[src/common/s16_video_pkg.sv]
// Video timing package
// Line and frame layout, pixel pipeline depth, tile map geometry
// and the timing bundle shared by the video blocks

package s16_video_pkg;

    // Line layout in pixels
    localparam logic [8:0] h_total  = 9'd320;
    localparam logic [8:0] h_active = 9'd256;
    localparam logic [8:0] hs_start = 9'd280;
    localparam logic [8:0] hs_len   = 9'd24;

    // Frame layout in lines
    localparam logic [8:0] v_total  = 9'd240;
    localparam logic [8:0] v_active = 9'd224;
    localparam logic [8:0] vs_start = 9'd230;
    localparam logic [8:0] vs_len   = 9'd3;

    // Pixel pipeline depth, in pxl_cen pulses
    localparam int pix_lat = 4;

    // Tile map size, 8x8 tiles
    localparam logic [5:0] cols = 6'd32;
    localparam logic [5:0] rows = 6'd28;

    // 32-bit ROM words: 256 tiles x 8 rows
    localparam int rom_aw = 11;

    typedef struct packed {
        logic [8:0] hdump;
        logic [8:0] vdump;
        logic       lhbl;
        logic       lvbl;
    } vid_timing_t;

endpackage

[src/video/s16_vtimer.sv]
// Video timer
// Horizontal and vertical dump counters with sync and blanking,
// all stepping on pxl_cen

module s16_vtimer(
    input                                    clk,
    input                                    arst_n,
    input                                    pxl_cen,
    output s16_video_pkg::vid_timing_t       timing,
    output logic                             HS,
    output logic                             VS
);

logic [8:0] h_next;
logic [8:0] v_next;
logic       line_end;
logic       hs_next;
logic       vs_next;

always_comb begin
    line_end = timing.hdump == s16_video_pkg::h_total - 9'd1;
    h_next   = line_end ? 9'd0 : timing.hdump + 9'd1;
    v_next   = timing.vdump;
    if (line_end) begin
        if (timing.vdump == s16_video_pkg::v_total - 9'd1) begin
            v_next = 9'd0;
        end else begin
            v_next = timing.vdump + 9'd1;
        end
    end
end

// Sync windows
always_comb begin
    hs_next = h_next >= s16_video_pkg::hs_start &&
              h_next <  s16_video_pkg::hs_start + s16_video_pkg::hs_len;
    vs_next = v_next >= s16_video_pkg::vs_start &&
              v_next <  s16_video_pkg::vs_start + s16_video_pkg::vs_len;
end

// Blanks and syncs are decoded from the next count so that they
// line up with the dump values they describe
always_ff @(posedge clk or negedge arst_n) begin
    if (!arst_n) begin
        timing.hdump <= 9'd0;
        timing.vdump <= 9'd0;
        // Position (0,0) is inside the active area
        timing.lhbl  <= 1'b1;
        timing.lvbl  <= 1'b1;
        HS           <= 1'b0;
        VS           <= 1'b0;
    end else if (pxl_cen) begin
        timing.hdump <= h_next;
        timing.vdump <= v_next;
        timing.lhbl  <= h_next < s16_video_pkg::h_active;
        timing.lvbl  <= v_next < s16_video_pkg::v_active;
        HS           <= hs_next;
        VS           <= vs_next;
    end
end

endmodule

[config.mk]
export PLATFORM = sky130hd
export DESIGN_NAME = s16_vtimer
export DESIGN_NICKNAME = d
export VERILOG_FILES = /design/src/common/s16_video_pkg.sv /design/src/video/s16_vtimer.sv
export SDC_FILE = /design/constraint.sdc
export NUM_CORES = 1
export LEC_CHECK = 0
export ABC_AREA = 1
export BUFFER_PORTS_ARGS = -buffer_cell sky130_fd_sc_hd__buf_2
export CORE_MARGIN = 8
export CORE_UTILIZATION = 55
export CTS_CLUSTER_SIZE = 28
export DETAILED_ROUTE_END_ITERATION = 12
export PLACE_DENSITY_LB_ADDON = 0.25
export SLEW_MARGIN = 20
export SYNTH_ARGS = -nofsm -noshare
export SYNTH_HDL_FRONTEND = slang
export SYNTH_SLANG_ARGS = --single-unit
[constraint.sdc]
create_clock -name clk -period 3.7 [get_ports clk]
set_input_delay 0.37 -clock clk [delete_from_list [all_inputs] [get_ports clk]]
set_output_delay 0.37 -clock clk [all_outputs]
set_load 0.05 [all_outputs]
# --- Word-level counts from Yosys, hierarchy flattened ---
# Cells that the tools add are included.
word_totals:
  register_bits: 22
  latchBits: 0
  ram_bits: 0
  rom_bits: 0
  inputBits: 3
  output_inout_bits: 22
  wordCells: 21
  n_memories: 0
classes:
  addsub: 2
  mul: 0
  div_mod_pow: 0
  n_lt_le_gt_ge: 6
  eq_ne: 2
  n_shift: 0
  n_mux: 3
  bitwise_logic: 0
  reduce_logical: 2
ops:
  columns: ["cell", "n"]
  rows:
  - ["$mux 9", 3]
  - ["$add 9x1->9 const B", 2]
  - ["$lt 9x8->1 const B", 2]
  - ["$lt 9x9->1 const B", 2]
  - ["$eq 9x8->1 const B", 1]
  - ["$eq 9x9->1 const B", 1]
  - ["$ge 9x8->1 const B", 1]
  - ["$ge 9x9->1 const B", 1]
  - ["$logic_and 1x1->1", 2]

# --- Depth between registers and ports, before layout ---
depth:
  ltp_word: 5
  mapped_depth: 13
  ltp_nobuf: 13

# --- Worst setup path after synthesis ---
# No wires, ideal clock.
synth_timing:
  kind: "register to register"
  start: "reg timing[2] (netlist bit)"
  end: "reg VS"
  setup_time_ns: 0.066
  t_arrival_ns: 1.827
  required_ns: 3.634
  setup_slack_ns: 1.807
  path_stages_with_launch: 12
  n_path_buf: 0
  path_cell_list: "dfrtp_1 ha_1 nand3_1 inv_2 nand3_1 nand3_1 nand2_1 nor2_1 nand2_1 nor2_1 nand2_1 nand2_1"
synth_via:
  elab_chain_len: 5
  word_cells_on_any_way: 7
  cone_classes: "1 x add/sub; 2 x order compare; 1 x eq/ne; 2 x mux; 1 x reduce/logical"
synth_lines:
  columns: ["item", "line", "source"]
  rows:
  - ["start: declaration", "s16_vtimer.sv:9", "output s16_video_pkg::vid_timing_t timing,"]
  - ["$add 9x1->9 / $eq 9x8->1 (equally long branches)", "s16_vtimer.sv:28, s16_vtimer.sv:25", null]
  - ["$mux 9", "s16_vtimer.sv:25", "if (timing.vdump == s16_video_pkg::v_total - 9'd1) begin"]
  - ["$mux 9 *", "s16_vtimer.sv:24", "if (line_end) begin"]
  - ["$ge 9x8->1 / $lt 9x8->1 (equally long branches)", "s16_vtimer.sv:37, s16_vtimer.sv:38", null]
  - ["$logic_and 1x1->1 *", "s16_vtimer.sv:37", "vs_next = v_next >= s16_video_pkg::vs_start &&"]
  - ["end signal: assignment", "s16_vtimer.sv:58", "VS <= vs_next;"]
  - ["end: declaration", "s16_vtimer.sv:11", "output logic VS"]
# Every way passes the cells marked *; elsewhere a longest branch is shown, timed or not.
# A chain may end at the register's enable or synchronous reset.

# --- Worst setup path after layout ---
layout_timing:
  start: "reg timing[3] (netlist bit)"
  end: "reg VS"
# Same word-level chain as after synthesis.

==> results.toml <==
[die]
die_w_um = 67.06
die_area_mm2 = 0.004497
fp.dieH_um = 67.06
pin_count = 25
core_area_mm2 = 0.002477
initial_core_util = 0.5788
row_count = 18

[detailed_routing]
first_pass_iters = 4
drtIter0Drc = 108
postRouteAntennaNets = 0
vias = 1410
wl_per_cell_um = 12.41
routed_via_density = 5.281
wirelength_mm = 3.314
drcViolationCount = 0

[sta]
rsz0062_at_grt = "false"
slew_headroom = 0.5805
report.final.slew_viol_count = 0
fin_crit_sh = 0.4935
tightest_slew_ns = 0.6254
min_period_ns = 1.826
setup_ws_ns = 1.874
fin_skew_ns = 0.001966
setup_viol = 0
fmax_mhz = 547.7
setup-tns-final_ns = 0
hold_viol = 0

[power]
leakagePower_nw = 0.8719
power_per_cell_area_mw_per_mm2 = 590.0
p_total_mw = 0.9442
peakVddDrop_mv = 0.6030

[cts]
cts_repair_resize_count = 0
clockRootBuffer = "clkbuf_4"
htree_num_levels = 1
path_clk_slew_ns = 0.11
insertion_delay_ns = 0.30
cts_tree = "built"
clock_sinks = 22
cts_setup_buffers = 0
cts_hold_buf = 0
cts.path.max_buffers = 2
numCtsBuffers = 3

[run_status]
outcome = "complete, no violations"

[place]
dp_slack_ns = 1.744
port_buffers = 24
hpwl_mm = 2.475
routabilityCongestion = 0.8141
placed_cells_incl_taps = 263

[global_routing]
grt_usage = 0.1600
grt_max_degree = 27
antenna_found_initial = 0
overflow = 0
grt_pass1_wl_mm = 5.699
grt_pass1_vias = 1317

[synthesis]
synthCells = 214
synth_top_area_frac = 0.3490
synth_edf_count = 0
ys_top_cells_by_count = "78 x nand2_1, 25 x nor2_1, 20 x dfrtp_1, 20 x inv_1, 19 x nand3_1"
yosysUniqueCellTypes = 26
syn_area_per_cell_um2 = 6.700
yosysMostFrequentCell = "nand2_1"
syn_nets = 220
synth-seq-area-share = 0.3857
netlist_area_mm2 = 0.001434
yosys_warnings = 0
synth_seq_cells = 22
synthTopCellsByArea = "dfrtp_1 35%, nand2_1 20%, nand3_1 6.6%, nor2_1 6.5%, inv_1 5.2%"
synthFlopType = "dfrtp_1"
yosysTopAreaCell = "dfrtp_1"
synth-async-reset-ratio = 1.000

[layout]
final_util = 0.6460
drive_above_1_share = 0.1730
fin_cells = 267
nets = 244
antenna_cells = 0
area_delta_synth_final_pct = 11.61

[worst_setup_path]
cp_max_fo = 7
arrival_ns = 2.08
reg2reg_depth = 11
critPathLaunch = "timing[3]"
crit_type = "reg -> reg"
r2r_end = "VS"
r2r_start = "timing[3]"
worst_setup_path_start_kind = "flop"
crit_required_ns = 3.95
crit_path_end = "VS"
endpoint_kind = "flop"
r2r_slack_ns = 1.87

[worst_hold_path]
hp-class = "in -> async"

[job]
cap_violations = 0
[critical path: stages (launching register included)]
cell and delay (ns):
dfrtp_1 0.48, ha_1 0.24, nand3_1 0.15, inv_2 0.11, nand3_1 0.19, nand3_1 0.19, nand2_1 0.06, nor2_1 0.09
nand2_1 0.06, nor2_1 0.08, nand2_1 0.06, nand2_1 0.05
[per-layer routing]
layer | GRT usage | share of wire | vias up
li1 | - | - | 723
met1 | 0.1921 | 0.46 | 650
met2 | 0.2724 | 0.48 | 31
met3 | 0.03020 | 0.051 | 6
met4 | 0.06527 | 0.017 | 0
met5 | 0 | 0 | -
[area by class of cell]
cell class,count,area (µm²)
fillers,243,877.1
multi-input cells,164,767.0
inverters,23,86.33
flip-flops and latches,22,553.0
clock buffers,4,36.28
repair buffers,24,120.1
well taps,30,37.54
[cells by family (layout without fill, tap and decap cells)]
kind of cell | after synthesis | after routing | synth area share
simple gates | 140 | 140 | 0.4293
buf+inv | 28 | 51 | 0.07940
flops | 22 | 22 | 0.3857
compound gates | 20 | 20 | 0.07330
fa+ha+maj | 3 | 3 | 0.02618
xor+xnor | 1 | 1 | 0.006109
[flip-flops by register name, indices dropped and copies added (netlist names)]
name and count:
HS 1, VS 1, timing 20
[where the power goes]
part | total [mW] | switching, mW | leakage [nW] | internal (mW)
logic | 0.444 | 0.337 | 0.582 | 0.107
clock network | 0.129 | 0.0693 | 0.0210 | 0.0601
registers | 0.371 | 0.0756 | 0.269 | 0.295
total | 0.944 | 0.482 | 0.872 | 0.463
[worst min-delay path by stage]
stage / endpoint / start / slack [ns] / depth (start not counted)
floorplan: HS / arst_n / 0.07 / 0
global placement: HS / arst_n / 0.36 / 1
detailed placement: timing[16] / arst_n / 0.35 / 1
CTS: timing[13] / arst_n / 0.02 / 1
global route: timing[16] / arst_n / 0.04 / 1
finish: HS / arst_n / 0.006 / 1
[cell usage in the layout (no fill, tap or decap)]
cell and count:
nor3_1 3, o22ai_1 2, clkbuf_4 3, nand3b_1 2, ha_1 3, xnor2_1 1
nand4_1 4, o21ai_0 11, inv_1 20, nor2_4 1, inv_2 2, nand3_1 19
nand3_2 1, nor2_8 1, nand2_2 5, clkinv_1 1, dfstp_2 2, nor2_1 25
nand2_1 78, dfrtp_1 20, o21ai_1 2, o21a_1 1, a21oi_1 4, buf_2 24
or2_2 1, clkbuf_8 1
[through the flow]
| step | cell area, µm² | hold WS [ns] |
|---|---|---|
| floorplan | 1434 | 0.07441 |
| global placement | 1564 | 0.3571 |
| detailed placement | 1564 | 0.3525 |
| CTS | 1600 | 0.01998 |
| global route | 1600 | 0.04293 |
| finish | 1600 | 0.005709 |
Note: power is estimated with default switching activity, not from simulation.
