**src/common/s16_video_pkg.sv**
```systemverilog
// Video timing package
// Line and frame layout, pixel pipeline depth, tile map geometry
// and the timing bundle shared by the video blocks

package s16_video_pkg;

    // Line layout in pixels
    localparam logic [8:0] h_total  = 9'd320;
    localparam logic [8:0] h_active = 9'd256;
    localparam logic [8:0] hs_start = 9'd280;
    localparam logic [8:0] hs_len   = 9'd24;

    // Frame layout in lines
    localparam logic [8:0] v_total  = 9'd240;
    localparam logic [8:0] v_active = 9'd224;
    localparam logic [8:0] vs_start = 9'd230;
    localparam logic [8:0] vs_len   = 9'd3;

    // Pixel pipeline depth, in pxl_cen pulses
    localparam int pix_lat = 4;

    // Tile map size, 8x8 tiles
    localparam logic [5:0] cols = 6'd32;
    localparam logic [5:0] rows = 6'd28;

    // 32-bit ROM words: 256 tiles x 8 rows
    localparam int rom_aw = 11;

    typedef struct packed {
        logic [8:0] hdump;
        logic [8:0] vdump;
        logic       lhbl;
        logic       lvbl;
    } vid_timing_t;

endpackage

```
**src/common/s16_bus_pkg.sv**
```systemverilog
// CPU write bus package
// Write strobe bundle and the two readings of the 16-bit data word,
// as a tile map entry or as a palette colour

package s16_bus_pkg;

    // Palette index is {palette, pixel}
    localparam int pal_aw = 8;

    typedef struct packed {
        logic [3:0] spare;
        logic [3:0] pal;
        logic [7:0] code;
    } vram_entry_t;

    // xBBBBBGGGGGRRRRR
    typedef struct packed {
        logic       spare;
        logic [4:0] blue;
        logic [4:0] green;
        logic [4:0] red;
    } pal_entry_t;

    typedef union packed {
        vram_entry_t vram;
        pal_entry_t  pal;
    } cpu_word_u;

    typedef struct packed {
        logic       we;
        logic       pal_sel;    // 0 VRAM, 1 palette
        logic [9:0] addr;
        cpu_word_u  data;
    } cpu_wr_t;

endpackage

```
**src/video/s16_colmix.sv**
```systemverilog
// Colour mixer
// Palette RAM lookup of the layer index into 5-bit RGB, blanked outside
// the active area or when video is disabled, with matching delayed blanks

module s16_colmix(
    input                                      clk,
    input                                      arst_n,
    input                                      pxl_cen,
    input  s16_video_pkg::vid_timing_t         timing,
    input        [s16_bus_pkg::pal_aw-1:0]     pxl_col,
    // CPU writes, palette side
    input  s16_bus_pkg::cpu_wr_t               cpu_wr,
    input                                      video_en,
    output logic [4:0]                         red,
    output logic [4:0]                         green,
    output logic [4:0]                         blue,
    output logic                               LHBL_dly,
    output logic                               LVBL_dly
);

localparam int lat = s16_video_pkg::pix_lat;

s16_bus_pkg::pal_entry_t pal_ram [0:(1 << s16_bus_pkg::pal_aw)-1];
s16_bus_pkg::pal_entry_t rgb_q;

logic [lat-1:0] lhbl_sr;
logic [lat-1:0] lvbl_sr;
logic           show;

always_ff @(posedge clk) begin
    if (cpu_wr.we && cpu_wr.pal_sel) begin
        pal_ram[cpu_wr.addr[s16_bus_pkg::pal_aw-1:0]] <= cpu_wr.data.pal;
    end
end

// Blanks entering the last stage, together with video_en
assign show = lhbl_sr[lat-2] && lvbl_sr[lat-2] && video_en;

// Last pipeline stage: palette read and blanking
always_ff @(posedge clk or negedge arst_n) begin
    if (!arst_n) begin
        lhbl_sr <= '0;
        lvbl_sr <= '0;
        rgb_q   <= '0;
    end else if (pxl_cen) begin
        lhbl_sr <= {lhbl_sr[lat-2:0], timing.lhbl};
        lvbl_sr <= {lvbl_sr[lat-2:0], timing.lvbl};
        rgb_q   <= show ? pal_ram[pxl_col] : '0;
    end
end

assign red      = rgb_q.red;
assign green    = rgb_q.green;
assign blue     = rgb_q.blue;
assign LHBL_dly = lhbl_sr[lat-1];
assign LVBL_dly = lvbl_sr[lat-1];

endmodule

```
**config.mk**
```make
export PLATFORM = sky130hd
export DESIGN_NAME = s16_colmix
export DESIGN_NICKNAME = d
export VERILOG_FILES = /design/src/common/s16_video_pkg.sv /design/src/common/s16_bus_pkg.sv /design/src/video/s16_colmix.sv
export SDC_FILE = /design/constraint.sdc
export NUM_CORES = 2
export LEC_CHECK = 0
export CAP_MARGIN = 30
export CORE_AREA = 2 2 614 616
export DETAILED_ROUTE_END_ITERATION = 10
export DIE_AREA = 0 0 616 618
export DONT_BUFFER_PORTS = 1
export GPL_ROUTABILITY_DRIVEN = 1
export HOLD_SLACK_MARGIN = 0.1
export PLACE_DENSITY_LB_ADDON = 0.1
export SYNTH_ARGS = -nofsm -noshare
export SYNTH_HDL_FRONTEND = slang
export SYNTH_SLANG_ARGS = --single-unit
```
**constraint.sdc**
```tcl
create_clock -name clk -period 1.9 [get_ports clk]
set_input_delay 0.095 -clock clk [delete_from_list [all_inputs] [get_ports clk]]
set_output_delay 0.095 -clock clk [all_outputs]
set_load 0.02 [all_outputs]
```
---- Word-level counts from Yosys, hierarchy flattened ----
Memories as Yosys holds them, arrays and structs flattened.
Index checks and enable logic that the tools add are counted.
Widths: inputs -> output; s select.
cells by class
  mux-type cells .......................... 3
  reductions and logical operators ........ 3
operators by type and width
  operator           number
  $mux 15            1
  $logic_and 1x1->1  3
  $mux 1             2
storage, ports and cells
  flip-flop bits (word level) ............. 23
  bits in writable memories ............... 4,096
  output and inout port bits .............. 17
  memories kept ........................... 1
memory list
  memory   words  bits a word  read ports  clocked after memory_dff  wr ports  RTL line          source
  pal_ram  256    16           1           0                         1         s16_colmix.sv:23  s16_bus_pkg::pal_entry_t pal_ram [0:(1 << s16_bus_pkg::pal_aw)-1];

---- Logic depth before layout (Yosys ltp) ----
  depth after elaboration ................. 3
  gate-level depth with buffers ........... 13
  mapped depth without buffers ............ 7

---- Least setup slack after synthesis ----
OpenSTA, ideal clock, no wires.
  path kind ............................... input -> register
  start point ............................. input pxl_col[1] (netlist bit)
  end point ............................... register rgb_q (netlist bit green[3])
  library setup time ...................... 0.122 ns
  arrival time ............................ 2.161 ns
  setup slack ............................. -0.382 ns
  stages .................................. 9
  path buffers ............................ 3
  cells stage by stage .................... buf_2 > buf_4 > clkbuf_1 > mux4_2 > mux4_2 > nand2_1 > nand4_1 > a311o_1 > a32o_1
on the way
  longest elaborated chain between the ends .. 2
RTL lines
  element               RTL line          source
  start, declared       s16_colmix.sv:10  input [s16_bus_pkg::pal_aw-1:0] pxl_col,
  $mem_v2 256x16        n/a
  $mux 15               s16_colmix.sv:48  rgb_q <= show ? pal_ram[pxl_col] : '0;
  end signal, assigned  s16_colmix.sv:48
  end, declared         s16_colmix.sv:24  s16_bus_pkg::pal_entry_t rgb_q;
No other way between the ends.
A chain may end at the register's enable or synchronous reset.

---- Final worst setup path ----
  start point ............................. input pxl_col[2] (netlist bit)
  end point ............................... register rgb_q (netlist bit red[3])
The elaborated chain is that of the path after synthesis.

==> results.md <==
- Final core occ: 0.479
- Failing checks: negative hold slack, max-slew violations, negative setup slack
- Die width: just over 600 µm
- Wire per inst: around 35 µm
- P_int: 0.142 W
- Highest clock rate: 0.304 GHz
- Critical path's largest stage delay: 980 ps
- Final WS setup: -1390 ps
- Relative slew slack: -0.416
- Final Hold Slack: -814 ps
- Root buf cell: clkbuf_16
- Worst setup EP type: register
- Total Die Area: 381,000 µm²
- Worst EP arrival: approximately 4100 ps
- Drt drc: 0
- Net Count, Synth: between 6,000 and 7,000
- Core footprint: around 370,000 µm²
- Commonest non-fill, non-tap cell in the layout: edfxtp_1
- Cell Area, Synth: 149,000 µm²
- Routability congestion estimate: 0.813
- Skew-Pair Late Insertion Delay: approximately 1000 ps
- Critical Path Source Type: primary input
- Die Y-Extent: roughly 620 µm
- Synthesis Warnings: 0
- Buffers on Ports: 0
- First-pass GRT wire length: around 630,000 µm
- Maximum net fanout on the critical path: about 270
- RSZ-0062 raised after global routing: yes
- Largest net degree at the start of global routing: 710
- Synth cell types: 65
- Final Hold Fails: 3,094
- Final #Nets: slightly below 8,000
- Rows: 225
- VDD IR max: ~850 µV
- Final ANT Viol Nets: 0
- Max cap viols: 0
- CP most frequent cell: buf_4
- Drt pass-1 iters: 6
- Reg clk slew, reported paths: around 60 ps
- Clock Sinks: 3,863
- Fin crit period: 3290 ps
- Commonest cells after routing, fill and taps aside: edfxtp_1, mux4_2, buf_4
- Status: finished with violations
- Required @ worst endpoint: ~2800 ps
- Setup Skew: ~80 ps
- Crit-path cells: or2_2 -> buf_4 -> o22ai_1 -> a221oi_1 -> a2111oi_4 -> buf_4 -> nand3_1 -> buf_4 -> o41ai_2 -> buf_6 -> o32ai_1
- Critical path type: primary input to register
- Dominant synthesized flop cell: edfxtp_1
- Combinational share of power: 0.047
- Initial Util: 0.399
- Post-Synthesis Mean Instance Area: approximately 22 µm²
- Total grt overflow: 0
- DRT Wirelength: roughly 460,000 µm
- Syn Inst Count: 6,779
- Antenna violations before repair: 28
- Max Slew Vio Count: about 530
- Ys async rst share: 0.00595
- Clock buffer depth: 4
- Pre-CTS setup slack: -3690 ps
- EDFF count, synth: 3,840
- Sw Ratio: 0.212
- HP Class: primary input to register
- Initial DRC count: 8,521
- Synthesized flop and latch total: a little under 4,000
- Final period utilization: 1.73
- Vias in the first global route: between 70,000 and 80,000
- Register area share after synthesis: 0.777
- Seq pwr share: 0.520
- Clk network pwr share: 0.433
- Vias per inst: between 5 and 6
- CTS buffer count: 409
- Tot GR Track Use: 0.240
- Dpl hpwl: about 250,000 µm
- Switching Power: 0.0383 W
- H-tree depth: 5
- Share of layout cells above drive strength 1: 0.328
- CP max-delay cell: or2_2
- Pwr per Cell Area: approximately 1000 nW/µm²
- CTS tree: built
- Worst-margin pin slew: around 2100 ps
- Via count: between 70,000 and 80,000
- Area Growth Syn to Fin: 20.2%
- Leak Pwr: between 50 and 60 nW
- Setup-failing EPs final: 15
- IO Pins: 77
-- path summary, 6_finish.rpt --
| kind | end | startpoint | slack [ps] | depth (start not counted) |
|---|---|---|---|---|
| worst min-delay path | green[2] | pxl_cen | -810 | 1 |
| worst max-delay path | red[3] | pxl_col[2] | -1390 | 11 |
| max in group asynchronous | red[1] | arst_n | 970 | 5 |
| min in group asynchronous | lhbl_sr[1] | arst_n | 680 | 5 |
| worst max register to register | red[3] | pal_ram[247][3] | -960 | 7 |
| worst min register to register | red[4] | red[4] | 530 | 2 |
-- flip-flops by register name, indices dropped and copies added, names as in the netlist --
register	count
pal_ram	3840
blue	5
green	5
red	5
lhbl_sr	4
lvbl_sr	4
-- per-stage QoR --
stage                     instance area [µm²]  std cells  hold WS, ps  total power [W]  setup TNS, ps
after floorplan                        150000       6779         -201            0.100        -390360
after global placement                 164000      12206         -200            0.103         -53610
after detailed placement               164000      12212         -200            0.103         -50880
after CTS                              179000      13024         -892            0.182         -40080
after global routing                   179000      13041         -857            0.186          -9310
final                                  179000      13055         -814            0.181         -13420
-- per-layer routing --
layer,GRT usage,part of all wire,wire length [µm]
met1,0.337,0.42,196000
met2,0.397,0.49,227000
met3,0.0313,0.059,27200
met4,0.0608,0.027,12400
met5,0,0.000028,13
-- area by class of cell --
cell class,instances,area [µm²]
tap,4994,6250
sequential,3863,116000
antenna,19,47.5
fill,30720,195000
timing repair buffer,919,12000
inverter,10,51.3
clock buffer,508,10700
clock inverter,234,2260
multi-input combinational,2508,32000
-- critical path, delay by kind of cell --
family | cells | cell delay (ps)
buffers and inverters | 4 | 840
AND/OR/NAND/NOR | 2 | 1130
AO/OA/AOI/OAI | 5 | 1030
-- timing repair --
item / in CTS / in global routing
cloned: 22 / 3
gates resized for setup: 83 / 53
endpoints found under the hold margin: 7696 / 3863
pin swaps: 25 / 27
buffers inserted: 3 / 10
hold buffers: 45 / 3
setup endpoints to repair: 18 / 1266
-- cells by family (layout without fill, tap and decap cells) --
| group | count (synthesis) | count (layout) | share of synthesized area |
|---|---|---|---|
| buffers and inverters | 408 | 1671 | 0.0186 |
| DFF | 3863 | 3863 | 0.777 |
| other | 0 | 19 | 0 |
| muxes | 1229 | 1229 | 0.155 |
| AOI/OAI and AO/OA | 607 | 607 | 0.0292 |
| and+or+nand+nor | 672 | 672 | 0.0200 |
-- power groups by stage --
stage | registers [W] | clock network (W) | logic [W]
after CTS | 0.0940 | 0.0796 | 0.00835
after floorplan | 0.0957 | 0 | 0.00469
after global routing | 0.0939 | 0.0829 | 0.00872
final | 0.0940 | 0.0781 | 0.00849
after global placement | 0.0957 | 0 | 0.00756
after detailed placement | 0.0958 | 0 | 0.00757
-- synthesized netlist by cell type, types with 21 or more instances --
cell,count,share of area
o21ai_0,36,0.0012
buf_8,28,0.0028
edfxtp_1,3840,0.77
buf_2,105,0.0035
o21ai_1,21,0.00070
nor3_1,63,0.0021
a22oi_1,88,0.0044
buf_4,39,0.0020
nor2_1,298,0.0075
clkbuf_1,135,0.0034
a221oi_1,28,0.0016
o221ai_1,93,0.0055
nand2_1,128,0.0032
nor2b_1,35,0.0015
o22ai_1,92,0.0039
a21oi_1,107,0.0036
dfrtp_1,23,0.0039
nand4_1,23,0.00096
buf_1,23,0.00058
buf_6,53,0.0040
nand3_1,70,0.0023
a211oi_1,36,0.0018
mux4_2,864,0.13
mux2i_1,342,0.023
No activity file was read; power rests on OpenSTA's default activity.
